$ cat src/p_bpred.sv
/*
   branch prediction package
   widths, address step, opcode encoding and the offset
   sign extension shared by the pipeline stages
*/
`default_nettype none

package p_bpred;

   parameter int unsigned XLEN        = 32;          // address and operand width
   parameter int unsigned BOP_WIDTH   = XLEN;        // one buffer entry holds a target
   parameter int unsigned OFF_WIDTH   = 13;          // signed branch offset
   parameter int unsigned INSTR_BYTES = 4;           // sequential pc step

   // control transfer opcodes
   typedef enum logic [1:0] {
      OP_ALU = 2'b00,                                 // no control transfer
      OP_JAL = 2'b01,                                 // unconditional jump
      OP_BEQ = 2'b10,                                 // taken if a == b
      OP_BNE = 2'b11                                  // taken if a != b
   } op_e;

   // widen a branch offset to address width
   function automatic logic [XLEN-1:0] sext_off(input logic [OFF_WIDTH-1:0] off);
      return {{(XLEN-OFF_WIDTH){off[OFF_WIDTH-1]}}, off};   // replicate sign bit
   endfunction

endpackage

`default_nettype wire

$ cat src/bpred_stage_if.sv
/*
   pipeline stage bundle
   one instruction with its operands and static prediction,
   passed from a producing stage to the consuming stage
*/
`default_nettype none

interface bpred_stage_if import p_bpred::*; ();

   logic                 valid;        // stage holds a live instruction
   logic [XLEN-1:0]      pc;           // instruction address
   op_e                  op;           // opcode
   logic [OFF_WIDTH-1:0] offset;       // raw signed offset
   logic [XLEN-1:0]      a;            // first operand
   logic [XLEN-1:0]      b;            // second operand
   logic                 pred_taken;   // decode predicted taken

   modport src (
      output valid, pc, op, offset, a, b, pred_taken
   );

   modport dst (
      input  valid, pc, op, offset, a, b, pred_taken
   );

endinterface

`default_nettype wire

$ cat src/bop.sv
/*
   buffer of predictions
   short shifting FIFO of predicted targets, one occupancy bit
   per slot, entries drift toward the head while space ahead frees
*/
`default_nettype none

module bop import p_bpred::*; #(
   parameter int SIZE = 3                            // number of slots
) (
   input  logic                 s_clk_i,
   input  logic                 rst_n_i,
   input  logic                 s_flush_i,           // drop all entries
   input  logic                 s_push_i,            // write s_data_i into slot 0
   input  logic                 s_pop_i,             // head consumed
   input  logic [BOP_WIDTH-1:0] s_data_i,            // predicted target in
   output logic [BOP_WIDTH-1:0] s_data_o,            // head entry
   output logic                 s_entry_ready_o,     // head slot occupied
   output logic                 s_full_o,            // all slots occupied
   output logic                 s_afull_o            // exactly one slot free
);

   logic [BOP_WIDTH-1:0] slot_q [SIZE];              // slot SIZE-1 is the head
   logic [SIZE-1:0]      occ_q;                      // occupancy per slot
   logic [SIZE-1:0]      occ_d;
   logic [SIZE-1:0]      go;                         // slot content leaves this cycle

   assign s_data_o        = slot_q[SIZE-1];
   assign s_entry_ready_o = occ_q[SIZE-1];
   assign s_full_o        = &occ_q;
   assign s_afull_o       = ($countones(occ_q) == SIZE - 1);   // one slot still free

   // move chain resolved from the head backwards
   always_comb begin
      go[SIZE-1] = s_pop_i & occ_q[SIZE-1];          // head leaves only on pop
      for (int i = SIZE - 2; i >= 0; i--) begin
         go[i] = occ_q[i] & (~occ_q[i+1] | go[i+1]); // next slot free or freeing
      end
   end

   // next occupancy with slot 0 refilled by push
   always_comb begin
      occ_d[0] = s_push_i | (occ_q[0] & ~go[0]);
      for (int i = 1; i < SIZE; i++) begin
         occ_d[i] = go[i-1] | (occ_q[i] & ~go[i]);   // filled from behind or kept
      end
   end

   always_ff @(posedge s_clk_i or negedge rst_n_i) begin
      if (!rst_n_i) begin
         occ_q <= '0;
      end else if (s_flush_i) begin
         occ_q <= '0;                                // flush wins over push
      end else begin
         occ_q <= occ_d;
      end
   end

   // target storage
   always_ff @(posedge s_clk_i) begin
      if (s_push_i) begin
         slot_q[0] <= s_data_i;
      end
      for (int i = 1; i < SIZE; i++) begin
         if (go[i-1]) begin
            slot_q[i] <= slot_q[i-1];                // shift one slot forward
         end
      end
   end

endmodule

`default_nettype wire

$ cat src/bpred_decode.sv
/*
   decode stage
   accepts issued instructions, applies the static prediction,
   pushes taken targets into the buffer and hands the bundle on
*/
`default_nettype none

module bpred_decode import p_bpred::*; (
   input  logic                 s_clk_i,
   input  logic                 rst_n_i,
   input  logic                 issue_valid_i,
   input  logic [XLEN-1:0]      issue_pc_i,
   input  op_e                  issue_op_i,
   input  logic [OFF_WIDTH-1:0] issue_offset_i,
   input  logic [XLEN-1:0]      issue_a_i,
   input  logic [XLEN-1:0]      issue_b_i,
   input  logic                 flush_i,             // kill everything in flight
   input  logic                 bop_full_i,          // no room for a target
   output logic                 issue_ready_o,
   output logic                 push_o,
   output logic [XLEN-1:0]      push_target_o,
   bpred_stage_if.src           de
);

   logic                 accept;                     // issue handshake completes
   logic                 pred_taken;                 // static rule outcome
   logic                 is_branch;
   logic                 lat_valid_q;                // issue latch
   logic [XLEN-1:0]      lat_pc_q;
   op_e                  lat_op_q;
   logic [OFF_WIDTH-1:0] lat_offset_q;
   logic [XLEN-1:0]      lat_a_q;
   logic [XLEN-1:0]      lat_b_q;
   logic                 lat_pred_q;

   assign issue_ready_o = ~bop_full_i & ~flush_i;
   assign accept        = issue_valid_i & issue_ready_o;
   assign is_branch     = (issue_op_i == OP_BEQ) | (issue_op_i == OP_BNE);
   // jumps and backward branches predicted taken
   assign pred_taken    = (issue_op_i == OP_JAL) | (is_branch & issue_offset_i[OFF_WIDTH-1]);
   assign push_o        = accept & pred_taken;       // written on the accept edge
   assign push_target_o = issue_pc_i + sext_off(issue_offset_i);

   always_ff @(posedge s_clk_i or negedge rst_n_i) begin
      if (!rst_n_i) begin
         lat_valid_q <= 1'b0;
         de.valid    <= 1'b0;
      end else begin
         lat_valid_q <= accept & ~flush_i;
         de.valid    <= lat_valid_q & ~flush_i;      // bundle out one cycle after accept
      end
   end

   always_ff @(posedge s_clk_i) begin
      lat_pc_q      <= issue_pc_i;
      lat_op_q      <= issue_op_i;
      lat_offset_q  <= issue_offset_i;
      lat_a_q       <= issue_a_i;
      lat_b_q       <= issue_b_i;
      lat_pred_q    <= pred_taken;
      de.pc         <= lat_pc_q;
      de.op         <= lat_op_q;
      de.offset     <= lat_offset_q;
      de.a          <= lat_a_q;
      de.b          <= lat_b_q;
      de.pred_taken <= lat_pred_q;
   end

endmodule

`default_nettype wire

$ cat src/bpred_execute.sv
/*
   execute stage
   resolves the branch condition and the real next address,
   registered next to the instruction bundle
*/
`default_nettype none

module bpred_execute import p_bpred::*; (
   input  logic            s_clk_i,
   input  logic            rst_n_i,
   input  logic            flush_i,                  // invalidate stage register
   bpred_stage_if.dst      de,
   bpred_stage_if.src      ex,
   output logic            ex_taken_o,               // real outcome
   output logic [XLEN-1:0] ex_target_o               // real next address
);

   logic            taken;
   logic [XLEN-1:0] target;

   // condition from operands
   always_comb begin
      unique case (de.op)
         OP_JAL:  taken = 1'b1;
         OP_BEQ:  taken = (de.a == de.b);
         OP_BNE:  taken = (de.a != de.b);
         default: taken = 1'b0;                      // alu never transfers
      endcase
   end

   assign target = taken ? (de.pc + sext_off(de.offset))
                         : (de.pc + XLEN'(INSTR_BYTES));   // fall through

   always_ff @(posedge s_clk_i or negedge rst_n_i) begin
      if (!rst_n_i) begin
         ex.valid <= 1'b0;
      end else begin
         ex.valid <= de.valid & ~flush_i;
      end
   end

   always_ff @(posedge s_clk_i) begin
      ex.pc         <= de.pc;
      ex.op         <= de.op;
      ex.offset     <= de.offset;
      ex.a          <= de.a;
      ex.b          <= de.b;
      ex.pred_taken <= de.pred_taken;
      ex_taken_o    <= taken;
      ex_target_o   <= target;
   end

endmodule

`default_nettype wire

$ cat src/bpred_result.sv
/*
   result stage
   pops predicted targets, compares against the real outcome,
   reports each resolved instruction and raises flush on mispredict
*/
`default_nettype none

module bpred_result import p_bpred::*; (
   input  logic                 s_clk_i,
   input  logic                 rst_n_i,
   bpred_stage_if.dst           ex,
   input  logic                 ex_taken_i,
   input  logic [XLEN-1:0]      ex_target_i,
   input  logic [BOP_WIDTH-1:0] bop_data_i,          // head of buffer
   input  logic                 bop_ready_i,         // head valid
   output logic                 pop_o,
   output logic                 flush_o,
   output logic                 res_valid_o,
   output logic [XLEN-1:0]      res_pc_o,
   output logic                 res_taken_o,
   output logic [XLEN-1:0]      res_target_o,
   output logic                 res_mispredict_o
);

   logic live;                                       // instruction survives flush
   logic mispredict;

   assign live    = ex.valid & ~flush_o;             // younger work dies in flush cycle
   assign pop_o   = live & ex.pred_taken & bop_ready_i;
   assign flush_o = res_mispredict_o;

   // missing entry or wrong target also counts as mispredict
   assign mispredict = live & (ex.pred_taken ?
                       (~bop_ready_i | ~ex_taken_i | (bop_data_i != ex_target_i)) :
                       ex_taken_i);

   always_ff @(posedge s_clk_i or negedge rst_n_i) begin
      if (!rst_n_i) begin
         res_valid_o      <= 1'b0;
         res_mispredict_o <= 1'b0;
      end else begin
         res_valid_o      <= live;
         res_mispredict_o <= mispredict;             // one cycle pulse
      end
   end

   always_ff @(posedge s_clk_i) begin
      res_pc_o     <= ex.pc;
      res_taken_o  <= ex_taken_i;
      res_target_o <= ex_target_i;
   end

endmodule

`default_nettype wire

$ cat src/bpred_top.sv
/*
   branch resolution slice
   decode, execute and result stages around the buffer of predictions
*/
`default_nettype none

module bpred_top import p_bpred::*; #(
   parameter int BOP_SIZE = 3                        // buffer depth, 2 or 3
) (
   input  logic                 s_clk_i,
   input  logic                 rst_n_i,
   input  logic                 issue_valid_i,
   input  logic [XLEN-1:0]      issue_pc_i,
   input  op_e                  issue_op_i,
   input  logic [OFF_WIDTH-1:0] issue_offset_i,
   input  logic [XLEN-1:0]      issue_a_i,
   input  logic [XLEN-1:0]      issue_b_i,
   output logic                 issue_ready_o,
   output logic                 res_valid_o,
   output logic [XLEN-1:0]      res_pc_o,
   output logic                 res_taken_o,
   output logic [XLEN-1:0]      res_target_o,
   output logic                 res_mispredict_o
);

   logic                 push;
   logic [XLEN-1:0]      push_target;
   logic                 pop;
   logic                 flush;
   logic [BOP_WIDTH-1:0] bop_data;
   logic                 bop_ready;
   logic                 bop_full;
   logic                 ex_taken;
   logic [XLEN-1:0]      ex_target;

   bpred_stage_if de_if ();                          // decode to execute
   bpred_stage_if ex_if ();                          // execute to result

   bpred_decode u_decode (
      .s_clk_i, .rst_n_i, .issue_valid_i, .issue_pc_i, .issue_op_i,
      .issue_offset_i, .issue_a_i, .issue_b_i,
      .flush_i(flush), .bop_full_i(bop_full), .issue_ready_o,
      .push_o(push), .push_target_o(push_target), .de(de_if)
   );

   bpred_execute u_execute (
      .s_clk_i, .rst_n_i, .flush_i(flush), .de(de_if), .ex(ex_if),
      .ex_taken_o(ex_taken), .ex_target_o(ex_target)
   );

   bpred_result u_result (
      .s_clk_i, .rst_n_i, .ex(ex_if), .ex_taken_i(ex_taken), .ex_target_i(ex_target),
      .bop_data_i(bop_data), .bop_ready_i(bop_ready), .pop_o(pop), .flush_o(flush),
      .res_valid_o, .res_pc_o, .res_taken_o, .res_target_o, .res_mispredict_o
   );

   bop #(.SIZE(BOP_SIZE)) u_bop (
      .s_clk_i, .rst_n_i, .s_flush_i(flush), .s_push_i(push), .s_pop_i(pop),
      .s_data_i(push_target), .s_data_o(bop_data), .s_entry_ready_o(bop_ready),
      .s_full_o(bop_full), .s_afull_o()               // almost full unused here
   );

endmodule

`default_nettype wire

$ cat config.mk
export PLATFORM = sky130hd
export DESIGN_NAME = bpred_top
export DESIGN_NICKNAME = d
export VERILOG_FILES = /design/src/p_bpred.sv /design/src/bpred_stage_if.sv /design/src/bop.sv /design/src/bpred_decode.sv /design/src/bpred_execute.sv /design/src/bpred_result.sv /design/src/bpred_top.sv
export SDC_FILE = /design/constraint.sdc
export NUM_CORES = 1
export LEC_CHECK = 0
export ABC_AREA = 1
export ABC_CLOCK_PERIOD_IN_PS = 5700
export CAP_MARGIN = 5
export CORE_ASPECT_RATIO = 0.8
export CORE_MARGIN = 10
export CORE_UTILIZATION = 50
export CTS_CLUSTER_SIZE = 30
export DETAILED_ROUTE_END_ITERATION = 10
export DONT_BUFFER_PORTS = 1
export HOLD_SLACK_MARGIN = 0.02
export PLACE_DENSITY_LB_ADDON = 0.1
export SYNTH_ARGS = -nofsm -noshare
export SYNTH_HDL_FRONTEND = slang
export SYNTH_HIERARCHICAL = 1
export SYNTH_SLANG_ARGS = --single-unit
$ cat constraint.sdc
create_clock -name s_clk_i -period 5.7 [get_ports s_clk_i]
set_clock_uncertainty 0.05 [all_clocks]
set_input_delay 0.285 -clock s_clk_i [delete_from_list [all_inputs] [get_ports s_clk_i]]
set_output_delay 0.285 -clock s_clk_i [all_outputs]
set_load 0.01 [all_outputs]
==> impl_metrics.json <==
{
  "outcome": "completed",
  "drt-initial-drc-count": 980,
  "final_nets": 2480,
  "startpoint": "u_decode/de.offset[12]$_DFF_P_",
  "chipHeight_microns": 191,
  "regArea_sq_um": 10200,
  "grt_max_degree": 34,
  "end_kind": "flip-flop",
  "ctsHtreeMaxLevel": 2,
  "cp.arrival_ns": 3.02,
  "max-vdd-ir-drop_mv": 0.311,
  "postCtsSetupRepairBufs": 0,
  "die_w_microns": 234,
  "cts_resized": 0,
  "setup_violations": 0,
  "wirelength_microns": 49300,
  "worst_path_most_repeated_cell": "nand2_1",
  "hold_depth": 3,
  "first_global_vias": 12903,
  "worst_pin_slew_ns": 1.16,
  "crit_required_ns": 6.10,
  "grt_overflow": 0,
  "area_delta_synth_final_pct": 16.2,
  "reg2reg_from": "u_decode/de.offset[12]$_DFF_P_",
  "path_cells": "ha_1, nand2_1, nor2_1, nand2_1, nor2_1, nand2_1, nand4_1, nand2_1, nand2_1, nand2_1",
  "power_uw": 7790,
  "final_core_util_pct": 59.0,
  "max_stage_delay_ns": 0.84,
  "cts_root_buf": "clkbuf_16",
  "start_kind": "flip-flop",
  "yosysWarnings": 6,
  "path_class": "reg -> reg",
  "dr.pass1.iters": 5,
  "clk_latency_ns": 0.56,
  "hold_class": "in -> reg",
  "core_area_sq_um": 35900,
  "critPathMaxFanout": 20,
  "reg2reg_depth": 10,
  "clock_path_buffers": 3,
  "postRouteAntennaNets": 0,
  "period_minus_slack_ns": 2.62,
  "dr_total_vias": 13425,
  "syn_avg_cell_area_sq_um": 8.37,
  "place.gp.congestion": 0.930,
  "grt_pass1_wl_microns": 74600,
  "syn_inst": 2180,
  "max_freq_mhz": 382,
  "cpMaxStageDelayCell": "dfxtp_1",
  "min_from": "issue_pc_i[31]",
  "antenna_found_initial": 0,
  "fin_crit_sh_pct": 45.9,
  "cts_sinks": 459,
  "max-cap-violations": 0,
  "track_usage_pct": 22.0,
  "max_slew_margin_pct": 22.8,
  "leakage_uw": 0.0106,
  "io_pins": 182,
  "num_rows": 62,
  "hold_violations": 0,
  "layout-drive-gt1-share_pct": 4.75,
  "cts_tree": "yes",
  "rsz0062_at_grt": "no",
  "slew_violations": 0,
  "cts_buffers": 43,
  "viasPerCell": 4.77,
  "setup-tns-final_ns": 0,
  "dp_hpwl_microns": 38600,
  "synth_nets": 2359,
  "dieArea_sq_um": 44600,
  "wl_per_cell_microns": 17.5,
  "start_util_pct": 50.8,
  "cellPowerDensity_nw_per_um2": 368,
  "multiInputGateArea_sq_um": 6390,
  "numPortBuffers": 0,
  "drc": 0,
  "path_clk_slew_ns": 0.07,
  "synth_area_sq_um": 18200,
  "antenna-diode-count": 0,
  "fillers": 3196
}
==> cell type report <==
class	count	share of cell area (%)
inverter	367	6.50
multi-input combinational	1314	30.2
sequential	459	48.1
timing repair buffer	116	5.45
clock buffer	64	6.23
clock inverter	15	0.755
tap	480	2.83
==> placed cells by master, fill, tap and decap left out, types with 5 or more instances in the layout <==
master	n
nor2_1	177
inv_1	364
nor2_2	6
o21ai_0	6
dfxtp_1	355
clkbuf_16	47
and2_1	6
dfrtp_1	8
xnor2_1	30
nor3_1	14
nand2_2	15
nand2_1	752
a21oi_1	40
ha_1	63
nand3b_1	5
clkinv_2	6
edfxtp_1	96
nand3_1	103
clkbuf_8	8
clkbuf_1	9
xor2_1	47
nand4_1	19
dlygate4sd3_1	114
==> worst paths after layout <==
check,to,slack (ns)
setup / recovery,u_execute/ex_target_o[25]$_DFF_P_,3.08
setup reg to reg,u_execute/ex_target_o[25]$_DFF_P_,3.08
min in group asynchronous,u_result/flush_o$_DFF_PN0_,0.55
max in group asynchronous,u_decode/lat_valid_q$_DFF_PN0_,4.78
hold / removal,u_bop/slot_q[0][31]$_DFFE_PP_,0.04
hold reg to reg,u_decode/de.pc[9]$_DFF_P_,0.27
==> worst max-delay path, delay by kind of cell, from the launching register on <==
family | cells | cell delay [ns]
fa+ha+maj | 1 | 0.38
flops | 1 | 0.84
simple gates | 9 | 1.23
==> per-stage QoR <==
step	hold slack [ns]	worst slack [ns]	cell area [sq um]	std cells
after floorplan	-0.0606	1.38	18200	2180
after global placement	-0.0603	3.17	18600	2622
after detailed placement	-0.0603	3.10	18600	2622
after CTS	0.0244	3.10	21200	2815
after global routing	0.0412	2.82	21200	2815
final	0.0433	3.08	21200	2815
==> where the power goes <==
part           internal, uW  leakage (uW)  switching [uW]
sequential             3690       0.00399             216
clock                  1680      0.000725            1240
combinational           338       0.00586             626
total                  5710        0.0106            2080
==> state kept, by name (all words and copies together) (netlist names), 32 cells and up <==
name / flops
u_decode/lat_a_q: 32
u_decode/de.a: 32
u_decode/lat_b_q: 32
u_decode/lat_pc_q: 32
u_bop/slot_q: 96
u_result/res_pc_o: 32
u_execute/ex.pc: 32
u_result/res_target_o: 32
u_decode/de.b: 32
u_execute/ex_target_o: 32
u_decode/de.pc: 32
==> layer usage <==
metal | wire, microns | global-route usage (%) | vias up
met2 | 20800 | 32.9 | 398
li1 | - | - | 6855
met4 | 1170 | 6.02 | 0
met3 | 3890 | 5.34 | 74
met5 | 0 | 0 | -
met1 | 23400 | 31.1 | 6098
==> what timing repair did <==
action / in CTS / in global routing
hold buffers: 114 / 0
setup endpoints to repair: 0 / 0
endpoints found under the hold margin: 122 / 0
Power figures use the tool's default switching activity.
